==> src/verilog/sms_pkg.sv <==
//////////////////////////////////////////////////
// sms bank shared definitions
// widths, AHB encodings and the deny FSM states
//////////////////////////////////////////////////

package sms_pkg;

  localparam int RAM_WORDS = 16384;

  typedef logic [31:0] haddr_t;
  typedef logic [31:0] hdata_t;
  // bits 1:0 pick the lane, bits 15:2 the word
  typedef logic [15:0] ram_addr_t;
  typedef logic [13:0] word_idx_t;
  typedef logic [3:0]  byte_en_t;

  typedef enum logic [1:0] {
    HTRANS_IDLE   = 2'b00,
    HTRANS_BUSY   = 2'b01,
    HTRANS_NONSEQ = 2'b10,
    HTRANS_SEQ    = 2'b11
  } htrans_e;

  typedef enum logic [2:0] {
    HSIZE_BYTE = 3'b000,
    HSIZE_HALF = 3'b001,
    HSIZE_WORD = 3'b010
  } hsize_e;

  typedef enum logic [1:0] {
    HRESP_OKAY  = 2'b00,
    HRESP_ERROR = 2'b01
  } hresp_e;

  typedef enum logic [1:0] {
    DENY_IDLE   = 2'b00,
    DENY_FIRST  = 2'b01,
    DENY_SECOND = 2'b10
  } deny_state_e;

endpackage

==> src/verilog/sms_lane_swap.sv <==
//////////////////////////////////////////////////
// sms byte lane swap
// big-endian sub-word lane mapping, both ways
//////////////////////////////////////////////////
`timescale 1ns/1ps

module sms_lane_swap (
  input  logic             i_big_endian_b,
  input  logic             i_dphase,
  input  sms_pkg::hsize_e  i_dp_size,
  input  logic [1:0]       i_dp_lane,
  input  sms_pkg::hdata_t  i_hwdata,
  input  sms_pkg::hdata_t  i_ram_rdata,
  output sms_pkg::hdata_t  o_ram_wdata,
  output sms_pkg::hdata_t  o_hrdata
);
  import sms_pkg::*;

  logic [1:0] lane_mir;

  // mirrored lane, 3 - k
  assign lane_mir = ~i_dp_lane;

  always_comb
  begin
    o_ram_wdata = i_hwdata;
    o_hrdata    = i_ram_rdata;
    if (!i_big_endian_b && i_dphase)
    begin
      case (i_dp_size)
        HSIZE_BYTE:
        begin
          o_ram_wdata = '0;
          o_hrdata    = '0;
          o_ram_wdata[{i_dp_lane, 3'b000} +: 8] = i_hwdata[{lane_mir, 3'b000} +: 8];
          o_hrdata[{lane_mir, 3'b000} +: 8]     = i_ram_rdata[{i_dp_lane, 3'b000} +: 8];
        end
        HSIZE_HALF:
        begin
          if (!i_dp_lane[1])
          begin
            o_ram_wdata = {16'h0000, i_hwdata[31:16]};
            o_hrdata    = {i_ram_rdata[15:0], 16'h0000};
          end
          else
          begin
            o_ram_wdata = {i_hwdata[15:0], 16'h0000};
            o_hrdata    = {16'h0000, i_ram_rdata[31:16]};
          end
        end
        default:
        begin
          // words keep their layout
          o_ram_wdata = i_hwdata;
          o_hrdata    = i_ram_rdata;
        end
      endcase
    end
  end

endmodule

==> config.mk <==
export PLATFORM = sky130hd
export DESIGN_NAME = sms_lane_swap
export DESIGN_NICKNAME = d
export VERILOG_FILES = /design/src/verilog/sms_pkg.sv /design/src/verilog/sms_lane_swap.sv
export SDC_FILE = /design/constraint.sdc
export NUM_CORES = 1
export LEC_CHECK = 0
export BUFFER_PORTS_ARGS = -buffer_cell sky130_fd_sc_hd__buf_4
export CORE_MARGIN = 3
export CORE_UTILIZATION = 35
export DETAILED_ROUTE_END_ITERATION = 16
export GPL_ROUTABILITY_DRIVEN = 0
export PLACE_DENSITY = 0.79
export SETUP_SLACK_MARGIN = 0.05
export SLEW_MARGIN = 20
export SYNTH_ARGS = -nofsm -noshare
export SYNTH_HDL_FRONTEND = slang
export SYNTH_SLANG_ARGS = --single-unit
==> constraint.sdc <==
create_clock -name vclk -period 7.8
set_input_delay 1.17 -clock vclk [all_inputs]
set_output_delay 1.17 -clock vclk [all_outputs]
set_load 0.02 [all_outputs]
==> flow_summary.json <==
{
  "postSynthCellCount": 207,
  "syn_area_sq_mm": 0.00176,
  "cts_hold_buffers": 0,
  "place_hpwl_mm": 5.59,
  "met3_length_um": 589,
  "grt_max_degree": 66,
  "period_minus_slack_ns": 4.73,
  "syn-mean-instance-area_sq_um": 8.52,
  "finalPower_mw": 0.174,
  "die_width_um": 77.0,
  "yosys-top-cells-area": "a222oi_1, mux4_2, inv_1, nor4_4, buf_6",
  "design.die.area_sq_mm": 0.00592,
  "setup-violations-final": 0,
  "crit_path_end_kind": "primary output",
  "drt-initial-drc-count": 437,
  "synth_cell_types": 28,
  "antenna_cells": 0,
  "seq_area_sq_um": 0,
  "n_sequential_cell": 0,
  "antenna_left": 0,
  "port_buffers": 135,
  "synthesis.nets": 284,
  "ir_drop_v": 0.0000319,
  "cp_max_fo": 22,
  "tns_ns": 0,
  "drc": 0,
  "cts_resized": 0,
  "drt-met1-wl_mm": 2.72,
  "maxCapViolations": 0,
  "final_util_pct": 58.0,
  "vias_per_cell": 6.26,
  "hold_ws_ns": 2.65,
  "whs_path_depth": 4,
  "drv_slew": 0,
  "met2_length_mm": 3.90,
  "yosysTopAreaCellShare_pct": 30.7,
  "max_freq_ghz": 0.211,
  "ios": 135,
  "grt_first_pass_wirelength_mm": 11.6,
  "synth_most_common_cell": "inv_1",
  "worstMarginPinSlew_ns": 0.695,
  "highest_layer": "met4",
  "path_class": "in -> out",
  "area_growth_pct": 57.3,
  "cp-start-kind": "input pin",
  "grtUsageTotal_pct": 22.6,
  "yosys.area.top_type": "a222oi_1",
  "grt_remaining_overflow": 0,
  "postLayoutCellArea_sq_mm": 0.00277,
  "synthTopCellsByCount": "inv_1, a222oi_1, nand2_1",
  "leakagePower_nw": 1.41,
  "finalNetCount": 407,
  "std_cell_rows": 25,
  "hp-class": "in -> out",
  "period_share_pct": 60.7,
  "wire_per_inst_um": 18.5,
  "core-area_sq_mm": 0.00479,
  "hold_viol": 0,
  "required_ns": 6.63,
  "antenna_found_initial": 0,
  "yosysSeqAreaShare_pct": 0,
  "yosysWarnings": 0,
  "clockBufferCount": 0,
  "place_area_sq_mm": 0.00277,
  "die_h_um": 77.0,
  "grt_pass1_vias": 2373,
  "worstPathArrival_ns": 3.56,
  "post-cts-setup-buffers": 0,
  "outcome": "completed",
  "wl_mm": 7.31,
  "p_per_area_mw_per_mm2": 62.6,
  "vias": 2472,
  "initial_utilization_pct": 36.8,
  "slew_headroom_pct": 53.3,
  "grt_setup_unrepaired": "false",
  "firstDrtPassIters": 9,
  "layout-drive-gt1-share_pct": 51.8
}
cells by family (layout without fill, tap and decap cells):
kind of cell / Yosys count / in the layout / share of synthesized area [%]
fa+ha+maj: 6 / 6 / 4.26
mux: 16 / 16 / 20.4
simple gates: 44 / 44 / 19.8
compound gates: 65 / 65 / 35.8
buf+inv: 76 / 197 / 19.7
final timing paths:
check                            end  slack (ns)             from
worst min-delay path    o_hrdata[13]        2.65  i_ram_rdata[13]
worst max-delay path  o_ram_wdata[2]        3.07     i_dp_lane[1]
metal layers:
layer	global-route usage [%]	up-vias
li1	-	1111
met1	28.4	1198
met3	1.88	10
met5	0	-
met4	2.85	0
met2	42.8	153
area by class of cell:
class	instances	area, sq um
inverters	59	221
multi-input cells	131	1430
well taps	67	83.8
fillers	451	2010
repair buffers	138	1040
worst max-delay path, stage by stage:
cell and delay [ns]:
buf_4 0.29, inv_1 0.19, ha_1 0.35, or3b_2 0.55, nor4_4 0.58, a222oi_1 0.20
inv_1 0.09, buf_4 0.13
placed cells by master, fill, tap and decap left out, drive strengths merged, types with 2 or more instances in the layout:
| master | instances |
|---|---|
| nor4 | 9 |
| a222oi | 54 |
| ha | 6 |
| nor2 | 2 |
| nand2 | 21 |
| buf | 138 |
| nor3 | 2 |
| nand3b | 2 |
| mux4 | 16 |
| or2 | 3 |
| a32oi | 8 |
| inv | 59 |
power by group:
part           switching [mW]  total, mW  internal [mW]
Clock                       0          0              0
Combinational          0.0904      0.174         0.0834
Sequential                  0          0              0
metrics by stage:
stage,instances,worst slack [ns]
2_1_floorplan,207,3.52
3_3_place_gp,395,3.10
6_report,395,3.07
4_1_cts,395,3.05
5_1_grt,395,2.94
3_5_place_dp,395,3.05
Power figures use the tool's default switching activity.
