==> src/verilog/sms_pkg.sv <==
//////////////////////////////////////////////////
// sms bank shared definitions
// widths, AHB encodings and the deny FSM states
//////////////////////////////////////////////////

package sms_pkg;

  localparam int RAM_WORDS = 16384;

  typedef logic [31:0] haddr_t;
  typedef logic [31:0] hdata_t;
  // bits 1:0 pick the lane, bits 15:2 the word
  typedef logic [15:0] ram_addr_t;
  typedef logic [13:0] word_idx_t;
  typedef logic [3:0]  byte_en_t;

  typedef enum logic [1:0] {
    HTRANS_IDLE   = 2'b00,
    HTRANS_BUSY   = 2'b01,
    HTRANS_NONSEQ = 2'b10,
    HTRANS_SEQ    = 2'b11
  } htrans_e;

  typedef enum logic [2:0] {
    HSIZE_BYTE = 3'b000,
    HSIZE_HALF = 3'b001,
    HSIZE_WORD = 3'b010
  } hsize_e;

  typedef enum logic [1:0] {
    HRESP_OKAY  = 2'b00,
    HRESP_ERROR = 2'b01
  } hresp_e;

  typedef enum logic [1:0] {
    DENY_IDLE   = 2'b00,
    DENY_FIRST  = 2'b01,
    DENY_SECOND = 2'b10
  } deny_state_e;

endpackage

==> src/verilog/sms_ahb_slave.sv <==
//////////////////////////////////////////////////
// sms AHB slave stage
// defers writes to the data phase, replays a read
// that collides with a pending write
//////////////////////////////////////////////////
`timescale 1ns/1ps

module sms_ahb_slave (
  input  logic                i_sys_hclk,
  input  logic                i_sys_rst_b,
  input  logic                i_xfer,
  input  sms_pkg::haddr_t     i_haddr,
  input  sms_pkg::hsize_e     i_hsize,
  input  logic                i_hwrite,
  output logic                o_hready,
  output logic                o_ram_sel,
  output logic                o_ram_write,
  output sms_pkg::hsize_e     o_ram_size,
  output sms_pkg::ram_addr_t  o_ram_addr,
  output logic                o_dphase,
  output sms_pkg::hsize_e     o_dp_size,
  output logic [1:0]          o_dp_lane,
  output logic                o_idle
);
  import sms_pkg::*;

  logic      wr_pend_q;
  logic      rd_replay_q;
  logic      dphase_q;
  ram_addr_t wr_addr_q;
  hsize_e    wr_size_q;
  ram_addr_t rd_addr_q;
  hsize_e    rd_size_q;
  hsize_e    dp_size_q;
  logic [1:0] dp_lane_q;
  logic      rd_conflict;

  // a fresh read while the RAM is busy with the deferred write
  assign rd_conflict = i_xfer & ~i_hwrite & wr_pend_q;

  always_ff @(posedge i_sys_hclk or negedge i_sys_rst_b)
  begin
    if (!i_sys_rst_b)
    begin
      wr_pend_q   <= 1'b0;
      rd_replay_q <= 1'b0;
      dphase_q    <= 1'b0;
    end
    else
    begin
      wr_pend_q   <= i_xfer & i_hwrite;
      rd_replay_q <= rd_conflict;
      if (o_hready)
        dphase_q <= i_xfer;
    end
  end

  always_ff @(posedge i_sys_hclk)
  begin
    if (i_xfer && i_hwrite)
    begin
      wr_addr_q <= i_haddr[15:0];
      wr_size_q <= i_hsize;
    end
    if (rd_conflict)
    begin
      rd_addr_q <= i_haddr[15:0];
      rd_size_q <= i_hsize;
    end
    if (o_hready && i_xfer)
    begin
      dp_size_q <= i_hsize;
      dp_lane_q <= i_haddr[1:0];
    end
  end

  // RAM request, deferred write first, then replayed read, then new read
  always_comb
  begin
    o_ram_sel   = 1'b0;
    o_ram_write = 1'b0;
    o_ram_size  = i_hsize;
    o_ram_addr  = i_haddr[15:0];
    if (wr_pend_q)
    begin
      o_ram_sel   = 1'b1;
      o_ram_write = 1'b1;
      o_ram_size  = wr_size_q;
      o_ram_addr  = wr_addr_q;
    end
    else if (rd_replay_q)
    begin
      o_ram_sel  = 1'b1;
      o_ram_size = rd_size_q;
      o_ram_addr = rd_addr_q;
    end
    else if (i_xfer && !i_hwrite)
      o_ram_sel = 1'b1;
  end

  // one wait state while the collided read is replayed
  assign o_hready  = ~rd_replay_q;
  assign o_dphase  = dphase_q;
  assign o_dp_size = dp_size_q;
  assign o_dp_lane = dp_lane_q;
  assign o_idle    = ~i_xfer & ~wr_pend_q & ~rd_replay_q;

endmodule

==> config.mk <==
export PLATFORM = sky130hd
export DESIGN_NAME = sms_ahb_slave
export DESIGN_NICKNAME = d
export VERILOG_FILES = /design/src/verilog/sms_pkg.sv /design/src/verilog/sms_ahb_slave.sv
export SDC_FILE = /design/constraint.sdc
export NUM_CORES = 1
export LEC_CHECK = 0
export BUFFER_PORTS_ARGS = -buffer_cell sky130_fd_sc_hd__buf_2
export CORE_MARGIN = 5
export CORE_UTILIZATION = 30
export CTS_BUF_LIST = sky130_fd_sc_hd__clkbuf_8
export DETAILED_ROUTE_END_ITERATION = 8
export GPL_ROUTABILITY_DRIVEN = 0
export HOLD_SLACK_MARGIN = 0.1
export PLACE_DENSITY = 0.54
export SLEW_MARGIN = 15
export SYNTH_ARGS = -nofsm -noshare
export SYNTH_HDL_FRONTEND = slang
export SYNTH_SLANG_ARGS = --single-unit
==> constraint.sdc <==
create_clock -name i_sys_hclk -period 2.3 [get_ports i_sys_hclk]
set_input_delay 0.46 -clock i_sys_hclk [delete_from_list [all_inputs] [get_ports i_sys_hclk]]
set_output_delay 0.46 -clock i_sys_hclk [all_outputs]
set_load 0.05 [all_outputs]
==> results of run 1 <==
## report_power, final
part | internal, mW | switching (mW)
combinational | 0.0721 | 0.221
sequential | 0.956 | 0.0128
clock | 0.435 | 0.268
## stage by stage
step           instance area [um2]  power, mW
6_report                      2330       1.97
5_1_grt                       2330       2.05
4_1_cts                       2330       1.99
3_5_place_dp                  2190       1.28
3_3_place_gp                  2190       1.28
2_1_floorplan                 1850       1.20
## worst max path at each step
stage / start / endpoint / slack (ps) / cells after the start
after global placement: wr_pend_q / o_ram_addr[7] / 590 / 4
final: wr_pend_q / o_ram_addr[10] / 270 / 4
after detailed placement: wr_pend_q / o_ram_addr[10] / 570 / 4
after floorplan: wr_pend_q / o_ram_addr[13] / -120 / 2
after global routing: wr_pend_q / o_ram_addr[13] / 130 / 4
after CTS: wr_pend_q / o_ram_addr[10] / 230 / 4
## metal layers
layer,vias to the layer above,wire [um]
li1,549,-
met2,42,1790
met5,-,0
met3,7,302
met4,0,54
met1,541,1550
## area by class of cell
type                            count  area [um2]  share of cell area [%]
Clock buffer                        5        68.8                    2.95
Clock inverter                      3        68.8                    2.95
Inverter                            2        7.51                   0.322
Multi-Input combinational cell     64         414                    17.7
Sequential cell                    46        1370                    58.5
Tap cell                           75        93.8                    4.02
Timing Repair Buffer               57         315                    13.5
## cell families after synthesis
kind of cell / count (synthesis) / share of synthesized area [%]
flops: 46 / 74.2
simple gates: 24 / 5.43
compound gates: 21 / 5.84
mux: 19 / 10.3
buf+inv: 9 / 4.21
## flip-flops by register name (all words and copies together), names as in the netlist, 2 cells and up
register   cells
rd_size_q      3
o_dp_lane      2
wr_size_q      3
rd_addr_q     16
wr_addr_q     16
o_dp_size      3
## cells in the final DEF, fill, tap and decap left out
master	instances
mux2i_1	19
nor3b_4	1
buf_4	4
nor2_1	1
clkbuf_8	5
nor3_2	1
nor2b_1	1
a21o_1	1
dlygate4sd3_1	1
inv_1	2
dfrtp_1	3
clkinv_4	1
nand2_1	19
buf_12	1
bufinv_16	2
o21ai_0	4
o21ai_1	16
buf_2	51
and2_1	1
edfxtp_1	43
==> flow_summary_export.csv, run 1 <==
group,metric,value,unit
status,outcome,"completed",
setup_path,cp_max_fo,32,
synthesis,synth-edff-count,43,
clocking,clk_path_buf_depth,2,
grt,grt_start_max_net_pins,33,
final_layout,post-route-util,39.2,%
grt,grt_pass1_wl,5.82,mm
clocking,cts.clk_slew.worst_paths,90,ps
synthesis,synth_seq_cells,46,
clocking,cts_resized,0,
clocking,cts_setup_buffers,0,
placed_design,hpwlAfterDp,2.55,mm
setup_path,r2r_setup_slack,630,ps
sta,fin_worst_skew,7.00,ps
route,via_per_inst,4.52,
floorplanning,core_region_area,0.00596,mm2
final_layout,nets,215,
sta,fin_ws,273,ps
clocking,cts_tree,"done",
final_layout,final_layout_size_suffix_gt1_share,37.3,%
setup_path,worstPathArrival,1570,ps
floorplanning,start_util,30.9,%
placed_design,io_buffers,51,
worst_hold_path,min_path_cells,1,
route,vias,1139,
synthesis,synth_common_cells,"edfxtp_1, mux2i_1, nand2_1",
route,drt_pre_antenna_iters,4,
synthesis,synth.area.top_cells,"edfxtp_1, mux2i_1, o21ai_1",
pwr,max-vdd-ir-drop,0.000322,V
sta,slew_headroom,62.1,%
worst_hold_path,hold_start,"i_haddr[2]",
setup_path,startpoint_type,"flip-flop",
floorplanning,io_pins,68,
floorplanning,die_w,88.4,um
sta,rsz0062_at_grt,"no",
clocking,hold_buffers,1,
sta,hold_ws,360,ps
final_layout,fillers,591,
final_layout,final_cells,252,
setup_path,crit_path_max_incr_delay,600,ps
grt,met1_usage,12.3,%
sta,drv_slew,0,
synthesis,netlist_area,0.00184,mm2
clocking,htreeDepth,2,
setup_path,crit_type,"reg -> out",
sta,fin_crit_sh,88.1,%
route,wl_per_cell,14.7,um
setup_path,reg2reg_to,"rd_addr_q[7]",
synthesis,postSynth.asyncResetShare,6.52,%
grt,track_usage,10.3,%
clocking,clock_latency,300,ps
final_layout,diodes,0,
setup_path,cp-end-kind,"output port",
sta,timing.final.hold_violations,0,
placed_design,pre_cts_ws,574,ps
pwr,power_density,842,mW/mm2
sta,setup_tns,0,ps
route,wirelength,3.70,mm
route,drc_errors,0,
setup_path,cpLargestDelayFamily,"flip-flops",
floorplanning,rows,28,
grt,grtUsageMet2,17.5,%
setup_path,worst-r2r-cell-count,3,
synthesis,synthCells,119,
sta,worst_pin_slew,568,ps
synthesis,synth_nets,158,
sta,setup_viol,0,
worst_hold_path,min_to,"wr_addr_q[2]",
grt,use_met3,3.26,%
clocking,cts_sinks,46,
synthesis,yosysSeqAreaShare,74.2,%
synthesis,yosysMostFrequentCell,"edfxtp_1",
synthesis,synth_top_cell_by_area,"edfxtp_1",
job,maxCapViolations,0,
synthesis,synth_ff_type,"edfxtp_1",
grt,grt_pass1_vias,1177,
sta,fmax,493,MHz
synthesis,avgSynthCellArea,15.5,um2
worst_hold_path,hold_path_class,"in -> reg",
grt,busiest_layer,"met2",
setup_path,r2r_start,"wr_pend_q",
grt,grt-ovfl-total,0,
synthesis,yosys_warnings,0,
final_layout,syn2layout_area_growth,26.8,%
floorplanning,dieHeight,88.4,um
clocking,cts_buffers,5,
setup_path,crit_buf_inv,2,
route,drt_iter0_drc,35,
synthesis,synthDistinctLibCells,18,
pwr,leakagePower,0.868,nW
synthesis,netlist.area_leader.share,70.1,%
grt,antenna_found_initial,0,
setup_path,critPathRequiredTime,1840,ps
placed_design,dp.cells,243,
route,ant_nets,0,
setup_path,crit_chain,"buf_12, nand2_1, o21ai_1, buf_2",
setup_path,slowest_stage,"dfrtp_1",
sta,period_needed,2030,ps
floorplanning,die_area,0.00781,mm2
clocking,root_buffer,"clkbuf_8",
(Power assumes the default switching activity.)
==> run 2, diff against run 1 <==
--- a/config.mk
+++ b/config.mk
@@ -6,5 +6,5 @@
 export NUM_CORES = 1
 export LEC_CHECK = 0
-export BUFFER_PORTS_ARGS = -buffer_cell sky130_fd_sc_hd__buf_2
+export BUFFER_PORTS_ARGS = -buffer_cell sky130_fd_sc_hd__buf_4
 export CORE_MARGIN = 5
 export CORE_UTILIZATION = 30
==> constraint.sdc (replaced) <==
create_clock -name i_sys_hclk -period 2.3 [get_ports i_sys_hclk]
set_input_delay 0.23 -clock i_sys_hclk [delete_from_list [all_inputs] [get_ports i_sys_hclk]]
set_output_delay 0.23 -clock i_sys_hclk [all_outputs]
set_load 0.05 [all_outputs]
==> flow_summary_export.csv, run 2 (synthesis gave the netlist of run 1 again) <==
group,metric,value,unit
status,outcome,"completed",
floorplanning,dieHeight,88.4,um
final_layout,reg_top3,"rd_addr_q (16), wr_addr_q (16)",
grt,track_usage,9.86,%
clocking,clock_latency,300,ps
sta,fin_crit_sh,84.3,%
sta,fmax,516,MHz
final_layout,layout_common_cells,"buf_4, edfxtp_1, mux2i_1, nand2_1, o21ai_1",
final_layout,final_layout_size_suffix_gt1_share,37.4,%
worst_hold_path,hold_path_class,"in -> reg",
sta,timing.final.hold_violations,0,
setup_path,path_common_cell,"buf_4",
pwr,leakagePower,0.915,nW
placed_design,place_area,0.00231,mm2
route,ant_nets,0,
sta,fin_worst_skew,11.9,ps
clocking,root_buffer,"clkbuf_8",
clocking,cts_buffers,5,
final_layout,final_common_cell,"buf_4",
route,drt_pre_antenna_iters,3,
job,maxCapViolations,0,
sta,fin_ws,361,ps
final_layout,syn2layout_area_growth,33.6,%
floorplanning,start_util,30.9,%
sta,setup_tns,0,ps
setup_path,startpoint_type,"flip-flop",
sta,setup_viol,0,
setup_path,r2r_setup_slack,860,ps
floorplanning,io_pins,68,
pwr,power_density,816,mW/mm2
route,wirelength,3.68,mm
final_layout,nets,217,
pwr,max-vdd-ir-drop,0.000403,V
clocking,clk_path_buf_depth,2,
pwr,p_total,2.01,mW
route,drt_iter0_drc,32,
floorplanning,die_area,0.00781,mm2
grt,grtUsageMet2,15.9,%
grt,antenna_found_initial,0,
grt,busiest_layer,"met2",
setup_path,crit_path_max_incr_delay,600,ps
setup_path,cp-end-kind,"output port",
placed_design,pre_cts_ws,680,ps
clocking,cts_sinks,46,
pwr,p_comb_share,16.3,%
clocking,cts_setup_buffers,0,
pwr,p_clk_share,35.4,%
sta,worst_pin_slew,546,ps
route,vias,1103,
setup_path,slowest_stage,"dfrtp_1",
floorplanning,die_w,88.4,um
clocking,cts_tree,"done",
grt,grt_start_max_net_pins,16,
floorplanning,rows,28,
grt,met1_usage,11.8,%
grt,grt_pass1_wl,5.89,mm
route,drc_errors,0,
placed_design,hpwlAfterDp,2.71,mm
sta,drv_slew,0,
grt,use_met3,4.93,%
setup_path,worstPathArrival,1710,ps
sta,rsz0062_at_grt,"no",
final_layout,multi_input_area,409,um2
clocking,htreeDepth,2,
final_layout,diodes,0,
route,via_per_inst,4.34,
pwr,sw_frac_of_total,25.4,%
pwr,p_switching,511,uW
final_layout,finalInstanceArea,0.00246,mm2
setup_path,critPathRequiredTime,2070,ps
route,wl_per_cell,14.5,um
setup_path,crit_chain,"buf_4, mux2i_1, o21ai_1, buf_4",
setup_path,cp_max_fo,9,
floorplanning,core_region_area,0.00596,mm2
pwr,pwr-share-seq,48.4,%
setup_path,crit_type,"reg -> out",
pwr,p_int,1.50,mW
final_layout,seq_area,0.00137,mm2
grt,grt_pass1_vias,1164,
clocking,cts.clk_slew.worst_paths,90,ps
sta,period_needed,1940,ps
grt,grt-ovfl-total,0,
placed_design,io_buffers,51,
sta,slew_headroom,63.5,%
final_layout,fillers,583,
[run 2: cell count changes in the layout (fill, tap and decap cells not counted), sizes merged]
cell,delta
buf,+2
[run 2: routing by layer]
metal / vias up / routed length [um]
met4: 0 / 27
met3: 5 / 390
li1: 555 / -
met1: 501 / 1550
met5: - / 0
met2: 42 / 1720
[run 2: final cells by class]
class,count,share of cell area [%]
clock inverter,3,2.80
inverter,2,0.305
sequential,46,55.5
timing repair buffer,59,18.1
tap,75,3.81
clock buffer,5,2.80
multi-input combinational,64,16.6
[run 2: what timing repair did]
| action | in CTS | in global routing |
|---|---|---|
| gates resized for setup | 0 | 0 |
| hold endpoints to repair | 3 | 0 |
| hold buffers | 1 | 0 |
[run 2: worst max-delay path, delay by kind of cell (launching register included)]
| kind | cells | cell delay, ps |
|---|---|---|
| flops | 1 | 600 |
| buf+inv | 2 | 490 |
| mux | 1 | 220 |
| compound gates | 1 | 90 |
[run 2: power groups by stage]
stage	combinational [mW]	clock, mW	sequential, mW
6_report	0.327	0.710	0.970
5_1_grt	0.346	0.766	0.975
4_1_cts	0.332	0.724	0.971
3_5_place_dp	0.330	0	0.990
3_3_place_gp	0.327	0	0.989
2_1_floorplan	0.186	0	1.01
[run 2: through the flow]
step	std cells	hold slack, ps	utilization [%]
floorplan	119	-65.6	-
global placement	245	19.6	38.8
detailed placement	245	22.4	38.8
CTS	254	113	41.3
global route	254	102	41.3
finish	254	124	41.3
[run 2: path summary, 6_finish.rpt]
path | start | cells past startpoint | end
setup / recovery | rd_replay_q | 4 | o_ram_addr[2]
hold / removal | i_haddr[15] | 1 | rd_addr_q[15]
setup reg to reg | wr_pend_q | 2 | rd_addr_q[7]
hold reg to reg | o_dphase | 1 | o_dphase
max in group asynchronous | i_sys_rst_b | 2 | o_dphase
min in group asynchronous | i_sys_rst_b | 2 | rd_replay_q
==> run 3, diff against run 2 <==
Settings changed: PLACE_DENSITY 0.54 to 0.52.
Clock period 2.3 ns to 1.9 ns, I/O delays scaled along.
==> flow_summary_export.csv, run 3 (synthesis gave the netlist of run 1 again) <==
group,metric,value,unit
worst_hold_path,min_to,"rd_addr_q[0]",
final_layout,final_layout_size_suffix_gt1_share,33.5,%
floorplanning,io_pins,68,
pwr,p_int,1.56,mW
grt,grt_start_max_net_pins,43,
final_layout,reg_top3,"rd_addr_q (16), wr_addr_q (16)",
final_layout,final_common_cell,"buf_4",
setup_path,r2r_setup_slack,540,ps
sta,worst_pin_slew,558,ps
setup_path,critPathRequiredTime,1710,ps
grt,grt-ovfl-total,0,
final_layout,syn2layout_area_growth,41.2,%
job,maxCapViolations,0,
clocking,clock_latency,290,ps
placed_design,pre_cts_ws,373,ps
clocking,root_buffer,"clkbuf_8",
floorplanning,rows,28,
final_layout,layout_common_cells,"buf_4, edfxtp_1, mux2i_1, nand2_1, dlygate4sd3_1",
route,vias,1209,
setup_path,r2r_start,"wr_pend_q",
sta,period_needed,1710,ps
route,ant_nets,0,
setup_path,cp-end-kind,"output port",
sta,fin_worst_skew,4.86,ps
setup_path,cp_max_fo,8,
sta,setup_viol,0,
pwr,leakagePower,0.979,nW
setup_path,reg2reg_to,"rd_addr_q[3]",
grt,antenna_found_initial,0,
pwr,max-vdd-ir-drop,0.000350,V
sta,setup_tns,0,ps
sta,rsz0062_at_grt,"no",
placed_design,hpwlAfterDp,2.66,mm
setup_path,worst-r2r-cell-count,3,
route,wl_per_cell,14.5,um
clocking,cts.clk_slew.worst_paths,70,ps
route,top_layer,"met4",
worst_hold_path,min_path_cells,1,
floorplanning,die_w,88.4,um
setup_path,startpoint_type,"flip-flop",
route,met3_wirelength,312,um
final_layout,fillers,574,
clocking,htreeDepth,2,
clocking,cts_sinks,46,
pwr,power_density,827,mW/mm2
sta,timing.final.hold_violations,0,
sta,fin_ws,190,ps
route,via_per_inst,4.44,
clocking,cts_setup_buffers,0,
grt,grt_pass1_vias,1249,
clocking,clk_path_buf_depth,2,
final_layout,diodes,0,
floorplanning,core_region_area,0.00596,mm2
grt,track_usage,10.6,%
floorplanning,dieHeight,88.4,um
route,drc_errors,0,
route,drt_iter0_drc,109,
route,met1_length,1.82,mm
route,drt_pre_antenna_iters,4,
grt,grt_pass1_wl,6.27,mm
worst_hold_path,hold_path_class,"in -> reg",
pwr,sw_frac_of_total,27.6,%
final_layout,nets,235,
worst_hold_path,hold_start,"i_haddr[0]",
sta,fin_crit_sh,90.0,%
status,outcome,"completed",
sta,slew_headroom,62.7,%
floorplanning,die_area,0.00781,mm2
route,wirelength,3.95,mm
sta,fmax,585,MHz
sta,hold_ws,116,ps
sta,drv_slew,0,
placed_design,io_buffers,51,
clocking,cts_buffers,5,
route,wl_met2,1.78,mm
clocking,cts_tree,"done",
pwr,p_clk_share,25.3,%
pwr,pwr-share-seq,54.4,%
setup_path,crit_type,"reg -> out",
pwr,p_switching,595,uW
setup_path,worstPathArrival,1520,ps
floorplanning,start_util,30.9,%
pwr,p_comb_share,20.2,%
run 3: cell count changes in the layout (fill, tap and decap cells not counted), sizes merged:
cell         delta
bufinv          -2
inv             +3
clkinv          -1
dlygate4sd3    +18
run 3: routing by layer:
| metal | vias to the layer above | GRT usage [%] |
|---|---|---|
| li1 | 592 | - |
| met1 | 567 | 13.6 |
| met2 | 44 | 17.0 |
| met3 | 6 | 2.98 |
| met4 | 0 | 4.53 |
| met5 | - | 0 |
run 3: worst max-delay path by stage:
stage	startpoint	endpoint	slack (ps)	cells past startpoint
2_1_floorplan	wr_pend_q	o_ram_addr[13]	-250	2
3_3_place_gp	rd_replay_q	o_ram_size[2]	410	4
3_5_place_dp	rd_replay_q	o_ram_addr[0]	370	4
4_1_cts	rd_replay_q	o_ram_addr[0]	30	4
5_1_grt	rd_replay_q	o_ram_size[2]	60	4
6_report	rd_replay_q	o_ram_size[2]	190	4
run 3: power by group through the flow:
stage,Combinational [mW],Sequential [mW],Clock (mW)
6_report,0.436,1.17,0.545
5_1_grt,0.462,1.18,0.614
4_1_cts,0.439,1.17,0.566
3_5_place_dp,0.408,1.19,0
3_3_place_gp,0.402,1.19,0
2_1_floorplan,0.226,1.22,0
run 3: what timing repair did:
action	4_1_cts	5_1_grt
gates resized for setup	0	1
hold endpoints to repair	37	2
hold buffers	18	1
setup endpoints to repair	0	8
run 3: worst max-delay path, stage by stage, from the launching register on:
cell     delay [ps]
dfrtp_2         500
buf_4           220
mux2i_1         120
o21ai_0         160
buf_4           230
run 3: stage by stage:
stage | util, % | std cells | instance area, um2 | total power, mW
global route | 43.7 | 272 | 2600 | 2.25
global placement | 39.1 | 245 | 2330 | 1.59
finish | 43.7 | 272 | 2600 | 2.15
detailed placement | 39.1 | 245 | 2330 | 1.60
CTS | 43.5 | 271 | 2590 | 2.18
floorplan | - | 119 | 1850 | 1.45
run 3: area by class of cell:
type / instances / area, um2 / share of cell area, %
clock buffer: 5 / 68.8 / 2.65
clock inverter: 3 / 11.3 / 0.433
inverter: 2 / 7.51 / 0.289
multi-input combinational: 64 / 414 / 15.9
sequential: 46 / 1370 / 52.6
tap: 75 / 93.8 / 3.61
timing repair buffer: 77 / 638 / 24.5
